File: config.mk
export PLATFORM = sky130hd
export DESIGN_NAME = opb_adc16_controller
export DESIGN_NICKNAME = d
export VERILOG_FILES = /design/src/verilog/adc16_pkg.sv /design/src/verilog/opb_pkg.sv /design/src/verilog/opb_adc16_controller.sv /design/src/verilog/adc16_reg_file.sv /design/src/verilog/adc16_status_sync.sv /design/src/verilog/opb_addr_decode.sv
export SDC_FILE = /design/constraint.sdc
export NUM_CORES = 1
export LEC_CHECK = 0
export ABC_AREA = 1
export BUFFER_PORTS_ARGS = -buffer_cell sky130_fd_sc_hd__buf_2
export CORE_ASPECT_RATIO = 0.75
export CORE_MARGIN = 2
export CORE_UTILIZATION = 45
export CTS_BUF_LIST = sky130_fd_sc_hd__clkbuf_8 sky130_fd_sc_hd__clkbuf_16
export DETAILED_ROUTE_END_ITERATION = 6
export MAX_ROUTING_LAYER = met4
export PLACE_DENSITY = 0.79
export SETUP_SLACK_MARGIN = 0.05
export SLEW_MARGIN = 20
export SYNTH_ARGS = -nofsm -noshare
export SYNTH_HDL_FRONTEND = slang
export SYNTH_SLANG_ARGS = --single-unit
File: constraint.sdc
create_clock -name OPB_Clk -period 5.2 [get_ports OPB_Clk]
set_input_delay 1.04 -clock OPB_Clk [delete_from_list [all_inputs] [get_ports OPB_Clk]]
set_output_delay 1.04 -clock OPB_Clk [all_outputs]
set_load 0.05 [all_outputs]
File: src/verilog/adc16_pkg.sv
// register map of the adc16 control slave
// bit positions are OPB numbering, bit 0 is the MSB of a 32-bit word
// words 0 to 2 are implemented, word 3 reads zero
package adc16_pkg;

  // word indices inside the address window
  localparam logic [1:0] ADC16_WORD_3WIRE  = 2'd0;
  localparam logic [1:0] ADC16_WORD_CTRL   = 2'd1;
  localparam logic [1:0] ADC16_WORD_STROBE = 2'd2;

  // word 0, 3-wire bus fields
  localparam int ADC16_SCLK_BIT      = 22;
  localparam int ADC16_SDATA_BIT     = 23;
  // bit 24 is board 1 csn4, bit 31 is board 0 csn1
  localparam int ADC16_CS_FIRST      = 24;
  localparam int ADC16_CS_LAST       = 31;

  // word 1, control fields
  localparam int ADC16_RESET_BIT     = 11;
  localparam int ADC16_SNAP_BIT      = 15;
  localparam int ADC16_BITSLIP_FIRST = 16;
  localparam int ADC16_BITSLIP_LAST  = 23;
  localparam int ADC16_TAP_FIRST     = 27;
  localparam int ADC16_TAP_LAST      = 31;

  // word 0 read-only status fields
  localparam int ADC16_LOCK_FIRST    = 6;
  localparam int ADC16_LOCK_LAST     = 7;
  localparam int ADC16_UNITS_FIRST   = 8;
  localparam int ADC16_UNITS_LAST    = 11;
  localparam int ADC16_REV_FIRST     = 14;
  localparam int ADC16_REV_LAST      = 15;
  // low half of the stored word 0 is echoed back on read
  localparam int ADC16_W0_LOW_FIRST  = 16;

  // one delay reset line per IDELAY group
  localparam int ADC16_NUM_DELAY_RST = 32;

  // control outputs toward the pins, chip selects still active high
  typedef struct packed {
    logic                             sclk;
    logic                             sdata;
    logic [0:7]                       cs;
    logic                             adc_reset;
    logic                             snap_req;
    logic [0:7]                       bitslip;
    logic [0:4]                       delay_tap;
    logic [0:ADC16_NUM_DELAY_RST-1]   delay_rst;
  } adc16_ctrl_out_t;

endpackage

File: src/verilog/opb_pkg.sv
// bus-side types shared by the OPB slave stages
// data, byte enables and addresses use OPB bit order, bit 0 is the MSB
// one transfer in flight at a time, no bursts
package opb_pkg;

  // OPB data bus width and the byte lanes it carries
  localparam int OPB_DWIDTH = 32;
  localparam int OPB_NBYTES = OPB_DWIDTH / 8;

  // stage 1 output, one valid cycle per accepted transfer
  typedef struct packed {
    logic                     valid;
    logic                     rnw;
    // word index inside the slave's address window
    logic [1:0]               word;
    // high for words 0 to 2, word 3 is acked but inert
    logic                     in_range;
    logic [0:OPB_NBYTES-1]    be;
    logic [0:OPB_DWIDTH-1]    data;
  } opb_req_t;

  // stage 2 output, data is only meaningful with ack
  typedef struct packed {
    logic                     ack;
    logic [0:OPB_DWIDTH-1]    data;
  } opb_rsp_t;

endpackage
File: src/verilog/opb_adc16_controller.sv
// OPB slave controlling a pair of adc16 boards
// ack comes two edges after select is first sampled, single transfers only
// OPB_seqAddr bursts are served as separate single transfers
// chip select pins are active low, register bits are active high
module opb_adc16_controller #(
  parameter logic [31:0] C_BASEADDR  = 32'h0000_0000,
  parameter logic [31:0] C_HIGHADDR  = 32'h0000_FFFF,
  parameter int          SYNC_STAGES = 2
) (
  input  logic                            OPB_Clk,
  input  logic                            OPB_Rst,
  input  logic [0:opb_pkg::OPB_DWIDTH-1]  OPB_ABus,
  input  logic [0:opb_pkg::OPB_NBYTES-1]  OPB_BE,
  input  logic [0:opb_pkg::OPB_DWIDTH-1]  OPB_DBus,
  input  logic                            OPB_RNW,
  input  logic                            OPB_select,
  input  logic                            OPB_seqAddr,
  output logic [0:opb_pkg::OPB_DWIDTH-1]  Sl_DBus,
  output logic                            Sl_errAck,
  output logic                            Sl_retry,
  output logic                            Sl_toutSup,
  output logic                            Sl_xferAck,

  output logic                            adc0_adc3wire_csn1,
  output logic                            adc0_adc3wire_csn2,
  output logic                            adc0_adc3wire_csn3,
  output logic                            adc0_adc3wire_csn4,
  output logic                            adc0_adc3wire_sdata,
  output logic                            adc0_adc3wire_sclk,
  output logic                            adc1_adc3wire_csn1,
  output logic                            adc1_adc3wire_csn2,
  output logic                            adc1_adc3wire_csn3,
  output logic                            adc1_adc3wire_csn4,
  output logic                            adc1_adc3wire_sdata,
  output logic                            adc1_adc3wire_sclk,

  output logic                            adc16_reset,
  output logic [0:7]                      adc16_iserdes_bitslip,
  output logic [0:adc16_pkg::ADC16_NUM_DELAY_RST-1] adc16_delay_rst,
  output logic [0:4]                      adc16_delay_tap,
  output logic                            adc16_snap_req,
  input  logic [1:0]                      adc16_locked,
  input  logic [1:0]                      adc16_roach2_rev,
  input  logic [3:0]                      adc16_num_units
);
  import opb_pkg::*;
  import adc16_pkg::*;

  opb_req_t        req;
  opb_rsp_t        rsp;
  adc16_ctrl_out_t ctrl;
  logic [1:0]      locked;

  // stage 1, address window and request register
  opb_addr_decode #(
    .C_BASEADDR (C_BASEADDR),
    .C_HIGHADDR (C_HIGHADDR)
  ) opb_addr_decode_inst (
    .OPB_Clk    (OPB_Clk),
    .reset      (OPB_Rst),
    .opb_abus   (OPB_ABus),
    .opb_be     (OPB_BE),
    .opb_dbus   (OPB_DBus),
    .opb_rnw    (OPB_RNW),
    .opb_select (OPB_select),
    .ack_seen   (rsp.ack),
    .req        (req)
  );

  // lock status comes from the ADC line clocks
  adc16_status_sync #(
    .SYNC_STAGES (SYNC_STAGES)
  ) adc16_status_sync_inst (
    .OPB_Clk      (OPB_Clk),
    .reset        (OPB_Rst),
    .locked_async (adc16_locked),
    .locked       (locked)
  );

  // stage 2, registers and response
  adc16_reg_file adc16_reg_file_inst (
    .OPB_Clk   (OPB_Clk),
    .reset     (OPB_Rst),
    .req       (req),
    .locked    (locked),
    .num_units (adc16_num_units),
    .board_rev (adc16_roach2_rev),
    .rsp       (rsp),
    .ctrl      (ctrl)
  );

  // bus response, read data is already zero outside the ack cycle
  assign Sl_xferAck = rsp.ack;
  assign Sl_DBus    = rsp.data;
  assign Sl_errAck  = 1'b0;
  assign Sl_retry   = 1'b0;
  assign Sl_toutSup = 1'b0;

  // shared serial clock and data to both boards
  assign adc0_adc3wire_sclk  = ctrl.sclk;
  assign adc1_adc3wire_sclk  = ctrl.sclk;
  assign adc0_adc3wire_sdata = ctrl.sdata;
  assign adc1_adc3wire_sdata = ctrl.sdata;

  // cs[0] is register bit 24, board 1 csn4
  assign adc1_adc3wire_csn4 = ~ctrl.cs[0];
  assign adc1_adc3wire_csn3 = ~ctrl.cs[1];
  assign adc1_adc3wire_csn2 = ~ctrl.cs[2];
  assign adc1_adc3wire_csn1 = ~ctrl.cs[3];
  assign adc0_adc3wire_csn4 = ~ctrl.cs[4];
  assign adc0_adc3wire_csn3 = ~ctrl.cs[5];
  assign adc0_adc3wire_csn2 = ~ctrl.cs[6];
  assign adc0_adc3wire_csn1 = ~ctrl.cs[7];

  // control word fields
  assign adc16_reset           = ctrl.adc_reset;
  assign adc16_snap_req        = ctrl.snap_req;
  assign adc16_iserdes_bitslip = ctrl.bitslip;
  assign adc16_delay_tap       = ctrl.delay_tap;
  assign adc16_delay_rst       = ctrl.delay_rst;

endmodule

File: src/verilog/adc16_reg_file.sv
// adc16 register file, answers one request with one ack a cycle later
// word 2 is a strobe word, its outputs pulse for the ack cycle only
// status inputs must already be in the OPB_Clk domain
module adc16_reg_file (
  input  logic                      OPB_Clk,
  input  logic                      reset,
  input  opb_pkg::opb_req_t         req,
  input  logic [1:0]                locked,
  input  logic [3:0]                num_units,
  input  logic [1:0]                board_rev,
  output opb_pkg::opb_rsp_t         rsp,
  output adc16_pkg::adc16_ctrl_out_t ctrl
);
  import opb_pkg::*;
  import adc16_pkg::*;

  // stored words, OPB bit order
  logic [0:OPB_DWIDTH-1] reg_3wire;
  logic [0:OPB_DWIDTH-1] reg_ctrl;
  logic [0:OPB_DWIDTH-1] reg_strobe;
  // delay reset lines, high for one cycle after a word 2 write
  logic [0:OPB_DWIDTH-1] strobe_pulse;

  // current value of the addressed word and its merge with the write
  logic [0:OPB_DWIDTH-1] cur_word;
  logic [0:OPB_DWIDTH-1] merged_word;
  logic [0:OPB_DWIDTH-1] read_word;
  logic                  do_write;

  // byte lane merge, be[0] covers bits 0 to 7
  function automatic logic [0:OPB_DWIDTH-1] byte_merge(
    input logic [0:OPB_DWIDTH-1] old_word,
    input logic [0:OPB_DWIDTH-1] new_word,
    input logic [0:OPB_NBYTES-1] be
  );
    logic [0:OPB_DWIDTH-1] merged;
    merged = old_word;
    for (int b = 0; b < OPB_NBYTES; b++) begin
      if (be[b]) begin
        merged[b*8 +: 8] = new_word[b*8 +: 8];
      end
    end
    return merged;
  endfunction

  // pick the word that the byte enables are merged into
  always_comb begin
    case (req.word)
      ADC16_WORD_3WIRE:  cur_word = reg_3wire;
      ADC16_WORD_CTRL:   cur_word = reg_ctrl;
      ADC16_WORD_STROBE: cur_word = reg_strobe;
      default:           cur_word = '0;
    endcase
  end

  assign merged_word = byte_merge(cur_word, req.data, req.be);

  // word 3 is acked but never written
  assign do_write = req.valid && !req.rnw && req.in_range;

  // read mux
  always_comb begin
    read_word = '0;
    if (req.in_range) begin
      case (req.word)
        ADC16_WORD_3WIRE: begin
          // status fields plus the low half of the 3-wire word
          read_word[ADC16_LOCK_FIRST:ADC16_LOCK_LAST]   = locked;
          read_word[ADC16_UNITS_FIRST:ADC16_UNITS_LAST] = num_units;
          read_word[ADC16_REV_FIRST:ADC16_REV_LAST]     = board_rev;
          read_word[ADC16_W0_LOW_FIRST:OPB_DWIDTH-1]    =
            reg_3wire[ADC16_W0_LOW_FIRST:OPB_DWIDTH-1];
        end
        ADC16_WORD_CTRL:   read_word = reg_ctrl;
        ADC16_WORD_STROBE: read_word = reg_strobe;
        default:           read_word = '0;
      endcase
    end
  end

  always_ff @(posedge OPB_Clk) begin
    if (reset) begin
      rsp.ack      <= 1'b0;
      rsp.data     <= '0;
      reg_3wire    <= '0;
      reg_ctrl     <= '0;
      reg_strobe   <= '0;
      strobe_pulse <= '0;
    end else begin
      // every issued request gets exactly one ack
      rsp.ack      <= req.valid;
      // read data follows every request, zero on writes and idle cycles
      rsp.data     <= (req.valid && req.rnw) ? read_word : '0;
      strobe_pulse <= '0;
      if (do_write) begin
        case (req.word)
          ADC16_WORD_3WIRE: reg_3wire <= merged_word;
          ADC16_WORD_CTRL:  reg_ctrl  <= merged_word;
          ADC16_WORD_STROBE: begin
            reg_strobe   <= merged_word;
            // pulse carries the merged word, not the raw bus data
            strobe_pulse <= merged_word;
          end
          default: ;
        endcase
      end
    end
  end

  // field extraction toward the pins
  assign ctrl.sclk      = reg_3wire[ADC16_SCLK_BIT];
  assign ctrl.sdata     = reg_3wire[ADC16_SDATA_BIT];
  assign ctrl.cs        = reg_3wire[ADC16_CS_FIRST:ADC16_CS_LAST];
  assign ctrl.adc_reset = reg_ctrl[ADC16_RESET_BIT];
  assign ctrl.snap_req  = reg_ctrl[ADC16_SNAP_BIT];
  assign ctrl.bitslip   = reg_ctrl[ADC16_BITSLIP_FIRST:ADC16_BITSLIP_LAST];
  assign ctrl.delay_tap = reg_ctrl[ADC16_TAP_FIRST:ADC16_TAP_LAST];
  assign ctrl.delay_rst = strobe_pulse;

endmodule

File: src/verilog/adc16_status_sync.sv
// synchroniser for the two asynchronous clock-lock inputs
// each bit is synchronised on its own, no bus coherence between the bits
module adc16_status_sync #(
  parameter int SYNC_STAGES = 2
) (
  input  logic       OPB_Clk,
  input  logic       reset,
  input  logic [1:0] locked_async,
  output logic [1:0] locked
);

  // flop chain, stage 0 takes the raw input
  logic [1:0] sync_q [SYNC_STAGES];

  always_ff @(posedge OPB_Clk) begin
    if (reset) begin
      for (int i = 0; i < SYNC_STAGES; i++) begin
        sync_q[i] <= 2'b00;
      end
    end else begin
      sync_q[0] <= locked_async;
      // shift toward the last stage
      for (int i = 1; i < SYNC_STAGES; i++) begin
        sync_q[i] <= sync_q[i-1];
      end
    end
  end

  // last stage is safe to use in the OPB domain
  assign locked = sync_q[SYNC_STAGES-1];

endmodule

File: src/verilog/opb_addr_decode.sv
// OPB request stage, one registered request per select
// the master must hold address, data and RNW until it sees the ack
// out-of-window addresses are dropped and never acknowledged
module opb_addr_decode #(
  parameter logic [31:0] C_BASEADDR = 32'h0000_0000,
  parameter logic [31:0] C_HIGHADDR = 32'h0000_FFFF
) (
  input  logic              OPB_Clk,
  input  logic              reset,
  input  logic [0:31]       opb_abus,
  input  logic [0:3]        opb_be,
  input  logic [0:31]       opb_dbus,
  input  logic              opb_rnw,
  input  logic              opb_select,
  input  logic              ack_seen,
  output opb_pkg::opb_req_t req
);
  import opb_pkg::*;

  // address as a plain number, same bit weights as the OPB bus
  logic [OPB_DWIDTH-1:0] addr;
  logic [OPB_DWIDTH-1:0] offset;
  logic [1:0]            word_idx;
  logic                  addr_match;
  // set from issue until the ack comes back
  logic                  busy;
  logic                  issue;

  assign addr = opb_abus;

  // window check on the full address
  assign addr_match = (addr >= C_BASEADDR) && (addr <= C_HIGHADDR);

  // word index is taken relative to the base
  assign offset   = addr - C_BASEADDR;
  assign word_idx = offset[3:2];

  // a held select is only issued once
  assign issue = opb_select && addr_match && !busy;

  always_ff @(posedge OPB_Clk) begin
    // payload is captured on issue only
    if (issue) begin
      req.rnw      <= opb_rnw;
      req.word     <= word_idx;
      req.in_range <= (word_idx != 2'd3);
      req.be       <= opb_be;
      req.data     <= opb_dbus;
    end
    if (reset) begin
      req.valid <= 1'b0;
      busy      <= 1'b0;
    end else begin
      // single-cycle request pulse
      req.valid <= issue;
      if (issue) begin
        busy <= 1'b1;
      end else if (ack_seen) begin
        // master drops select the cycle after the ack
        busy <= 1'b0;
      end
    end
  end

endmodule

==> impl_results.html <==
<table>
<tr><th>Metric</th><th>Value</th></tr>
<tr><th colspan="2">Floorplanning</th></tr>
<tr><td>Placeable core region</td><td>18600 sq um</td></tr>
<tr><td>Die Area</td><td>between 20000 and 25000 sq um</td></tr>
<tr><td>Number of cell rows</td><td>43</td></tr>
<tr><td>Initial standard-cell utilization of the core</td><td>0.463</td></tr>
<tr><td>Width of the die</td><td>164 microns</td></tr>
<tr><td>Io pins</td><td>176</td></tr>
<tr><td>Die extent in y</td><td>approximately 120 microns</td></tr>
<tr><th colspan="2">Setup path</th></tr>
<tr><td>Launching point of the worst reg2reg path</td><td>opb_addr_decode_inst.req[38]</td></tr>
<tr><td>Stage delay of the slowest cell on the critical path</td><td>roughly 0.76 ns</td></tr>
<tr><td>Most frequent CP cell</td><td>inv_1</td></tr>
<tr><td>Worst setup path startpoint</td><td>opb_addr_decode_inst.req[38]</td></tr>
<tr><td>Type of element launching the critical path</td><td>flop</td></tr>
<tr><td>Critical Path Sink Type</td><td>flop</td></tr>
<tr><td>Data required time of the worst path</td><td>5.59 ns</td></tr>
<tr><td>CP cell instances</td><td>inv_1, ha_2, nand3_4, inv_2, nand3_1, nand2_1, inv_1</td></tr>
<tr><td>Type of the worst setup path</td><td>reg -&gt; reg</td></tr>
<tr><td>Maximum fanout along the worst path</td><td>33</td></tr>
<tr><td>Arrival time reported for the critical path endpoint</td><td>3.49 ns</td></tr>
<tr><td>Slowest cell on crit path</td><td>ha_2</td></tr>
<tr><th colspan="2">GRT</th></tr>
<tr><td>Initial antenna violation count</td><td>1</td></tr>
<tr><td>Final global-route overflow total</td><td>0</td></tr>
<tr><td>First-pass GRT wire length</td><td>34200 microns</td></tr>
<tr><td>Vias in the first global route</td><td>6547</td></tr>
<tr><td>Overall track demand over capacity in global routing</td><td>0.222</td></tr>
<tr><td>Largest net degree at the start of global routing</td><td>56</td></tr>
<tr><th colspan="2">Route</th></tr>
<tr><td>Number of detailed-route iterations in the first pass</td><td>5</td></tr>
<tr><td>Final wirelength</td><td>21800 microns</td></tr>
<tr><td>Vias per Instance</td><td>4.96</td></tr>
<tr><td>Number of design-rule violations left by the first detailed-router iteration</td><td>606</td></tr>
<tr><td>Vias after detailed routing</td><td>7138</td></tr>
<tr><td>Number of antenna-violating nets in the routed design</td><td>0</td></tr>
<tr><td>Number of remaining DRC errors</td><td>0</td></tr>
<tr><td>WL per Instance</td><td>15.1 microns</td></tr>
<tr><th colspan="2">Timing</th></tr>
<tr><td>Number of hold-slack violations in the final timing report</td><td>0</td></tr>
<tr><td>Post-route worst setup slack</td><td>about 2.1 ns</td></tr>
<tr><td>Clock period minus final worst setup slack</td><td>3.10 ns</td></tr>
<tr><td>Hold Slack</td><td>0.400 ns</td></tr>
<tr><td>Setup repair after global routing missed its margin</td><td>no</td></tr>
<tr><td>Finish-stage setup viols</td><td>0</td></tr>
<tr><td>Max-slew violation count</td><td>0</td></tr>
<tr><td>Slew margin rel.</td><td>0.294</td></tr>
<tr><td>Ratio of final minimum period to clock period</td><td>0.597</td></tr>
<tr><td>Max frequency</td><td>~320 MHz</td></tr>
<tr><td>Clock skew</td><td>0.00871 ns</td></tr>
<tr><td>Slew at the pin with the worst max-slew slack</td><td>1.06 ns</td></tr>
<tr><td>Post-Route Setup TNS</td><td>0 ns</td></tr>
<tr><th colspan="2">Cells and area</th></tr>
<tr><td>Share of layout cells above drive strength 1</td><td>0.176</td></tr>
<tr><td>Non-Filler Instances</td><td>1439</td></tr>
<tr><td>Number of nets in the layout</td><td>between 1000 and 1500</td></tr>
<tr><td>Utilization after layout</td><td>0.530</td></tr>
<tr><td>Area growth from synthesis to layout</td><td>14.5%</td></tr>
<tr><th colspan="2">Yosys</th></tr>
<tr><td>Library cells used by synthesis</td><td>28</td></tr>
<tr><td>Syn Area/Cell</td><td>7.86 sq um</td></tr>
<tr><td>Cell type contributing the most total cell area after synthesis</td><td>dfxtp_1</td></tr>
<tr><td>Number of warnings issued by yosys</td><td>0</td></tr>
<tr><td>Synth top area cells</td><td>dfxtp_1 39%, nand2_1 15%, edfxtp_1 14%</td></tr>
<tr><td>Post-synthesis sequential element count</td><td>207</td></tr>
<tr><td>Fraction of synthesized cell area taken by the top area cell type</td><td>0.388</td></tr>
<tr><td>Synth Instances</td><td>1097</td></tr>
<tr><td>Sequential-to-total area share from yosys stat</td><td>0.527</td></tr>
<tr><td>Cell Area, Synth</td><td>8620 sq um</td></tr>
<tr><th colspan="2">Clock tree</th></tr>
<tr><td>Num CTS Buffers</td><td>22</td></tr>
<tr><td>Number of buffers inserted by hold repair at cts</td><td>0</td></tr>
<tr><td>Root buf cell</td><td>clkbuf_16</td></tr>
<tr><td>CTS tree</td><td>done</td></tr>
<tr><td>CTS Sinks</td><td>207</td></tr>
<tr><td>Setup Fix Bufs, Post-CTS</td><td>0</td></tr>
<tr><td>Clock slew seen by the registers of the worst setup and hold paths</td><td>0.06 ns</td></tr>
<tr><td>Worst skew pair latency</td><td>0.50 ns</td></tr>
<tr><td>PostCTS Resize Cnt</td><td>0</td></tr>
<tr><td>Longest Clk Path Bufs</td><td>3</td></tr>
<tr><td>CTS HTree Levels</td><td>1</td></tr>
<tr><th colspan="2">Place</th></tr>
<tr><td>Number of cells after detailed placement</td><td>between 1000 and 1500</td></tr>
<tr><td>Input/output buffers</td><td>157</td></tr>
<tr><td>Final HPWL DP</td><td>12800 microns</td></tr>
<tr><td>Final weighted congestion in routability-driven placement</td><td>~0.81</td></tr>
<tr><td>Pre-CTS setup slack</td><td>1.95 ns</td></tr>
<tr><th colspan="2">Status</th></tr>
<tr><td>Run status</td><td>finished, final reports clean</td></tr>
<tr><th colspan="2">Power and ir drop</th></tr>
<tr><td>Part of the power in registers</td><td>0.477</td></tr>
<tr><td>Power density normalized to cell area</td><td>347 nW/um^2</td></tr>
<tr><td>Cell-internal power</td><td>0.00277 W</td></tr>
<tr><td>LEAKAGE</td><td>4.89 nW</td></tr>
<tr><td>Net Sw Frac</td><td>0.193</td></tr>
<tr><td>IR Drop Worst-Case VDD</td><td>approximately 200 uV</td></tr>
<tr><td>Share of power burned in the clock network</td><td>0.508</td></tr>
<tr><td>Combinational power share</td><td>0.015</td></tr>
<tr><td>Switching power</td><td>0.000662 W</td></tr>
<tr><th colspan="2">Worst hold path</th></tr>
<tr><td>Class of the tightest hold or removal check</td><td>reg -&gt; reg</td></tr>
<tr><td>Startpoint of the tightest hold check path</td><td>adc16_status_sync_inst.sync_q[0][0]</td></tr>
<tr><th colspan="2">Job</th></tr>
<tr><td>Number of maximum-capacitance violations</td><td>0</td></tr>
</table>
[layout by cell type, fill, tap and decap left out, drive strengths merged, types with 6 or more instances in the layout]
master / netlist / layout
inv: 161 / 166
o21ai: 8 / 8
a31oi: 24 / 24
bufinv: 0 / 6
nand3: 109 / 109
buf: 96 / 160
dfxtp: 167 / 167
edfxtp: 40 / 40
nor2: 37 / 37
clkbuf: 11 / 24
nand2: 336 / 336
a21oi: 96 / 96
[cells by family after synthesis]
logic type,count (synthesis),synth area share
flops,207,0.527
compound gates,128,0.0778
buf+inv,269,0.152
other cells,1,0.000435
simple gates,488,0.237
fa+ha+maj,4,0.00580
[through the flow]
| stage | cell area [sq um] | power [W] |
|---|---|---|
| after floorplan | 8630 | 0.00169 |
| after global placement | 9060 | 0.00172 |
| after detailed placement | 9060 | 0.00172 |
| after CTS | 9870 | 0.00346 |
| after global routing | 9870 | 0.00354 |
| final | 9870 | 0.00343 |
[synth_stat cells (all sizes together)]
library cell  number
nand3            109
a31oi             24
ha                 4
conb               1
inv              161
or2                1
nand3b             1
and2               1
dfxtp            167
nand4              3
buf               96
clkinv             1
clkbuf            11
a21oi             96
nor2              37
nand2            336
edfxtp            40
o21ai              8
[worst paths after layout]
kind | endpoint | slack (ns) | cells past startpoint
worst max-delay path | adc16_reg_file_inst.reg_ctrl[16] | 2.10 | 7
worst min-delay path | adc16_status_sync_inst.sync_q[0][2] | 0.40 | 2
worst max register to register | adc16_reg_file_inst.reg_ctrl[16] | 2.10 | 7
worst min register to register | adc16_status_sync_inst.sync_q[0][2] | 0.40 | 2
[worst max-delay path: cells and delay by family, from the launching register on]
| family | cells | cell delay (ns) |
|---|---|---|
| buffers and inverters | 3 | 0.90 |
| adder cells (fa/ha/maj) | 1 | 0.76 |
| AND/OR/NAND/NOR | 3 | 0.89 |
| flip-flops | 1 | 0.42 |
[routing by layer]
layer / routed length (microns) / share of wire / track usage / vias up
met4: 348 / 0.016 / 0.0587 / 0
met1: 9660 / 0.44 / 0.296 / 3261
li1: - / - / - / 3536
met3: 2060 / 0.095 / 0.0436 / 35
met5: 0 / 0 / - / -
met2: 9730 / 0.45 / 0.348 / 306
[registers in the layout (all words and copies together), names as in the netlist]
name / cells
adc16_reg_file_inst.rsp: 33
adc16_reg_file_inst.strobe_pulse: 32
adc16_reg_file_inst.reg_3wire: 32
adc16_status_sync_inst.sync_q: 4
opb_addr_decode_inst.busy: 1
adc16_reg_file_inst.reg_strobe: 32
opb_addr_decode_inst.req: 41
adc16_reg_file_inst.reg_ctrl: 32
[cell type report]
type / instances / area [sq um]
Clock inverter: 15 / 225
Antenna cell: 1 / 2.50
Tap cell: 247 / 309
Sequential cell: 207 / 4540
Multi-Input combinational cell: 623 / 2780
Inverter: 162 / 614
Clock buffer: 24 / 589
Timing Repair Buffer: 160 / 808
Fill cell: 1772 / 8740
[power by group through the flow]
| stage | Combinational (W) | Clock [W] | Sequential (W) |
|---|---|---|---|
| floorplan | 0.0000232 | 0 | 0.00167 |
| global placement | 0.0000505 | 0 | 0.00167 |
| detailed placement | 0.0000517 | 0 | 0.00167 |
| CTS | 0.0000520 | 0.00177 | 0.00164 |
| global route | 0.0000577 | 0.00185 | 0.00163 |
| finish | 0.0000523 | 0.00174 | 0.00164 |
Power figures use the tool's default switching activity.
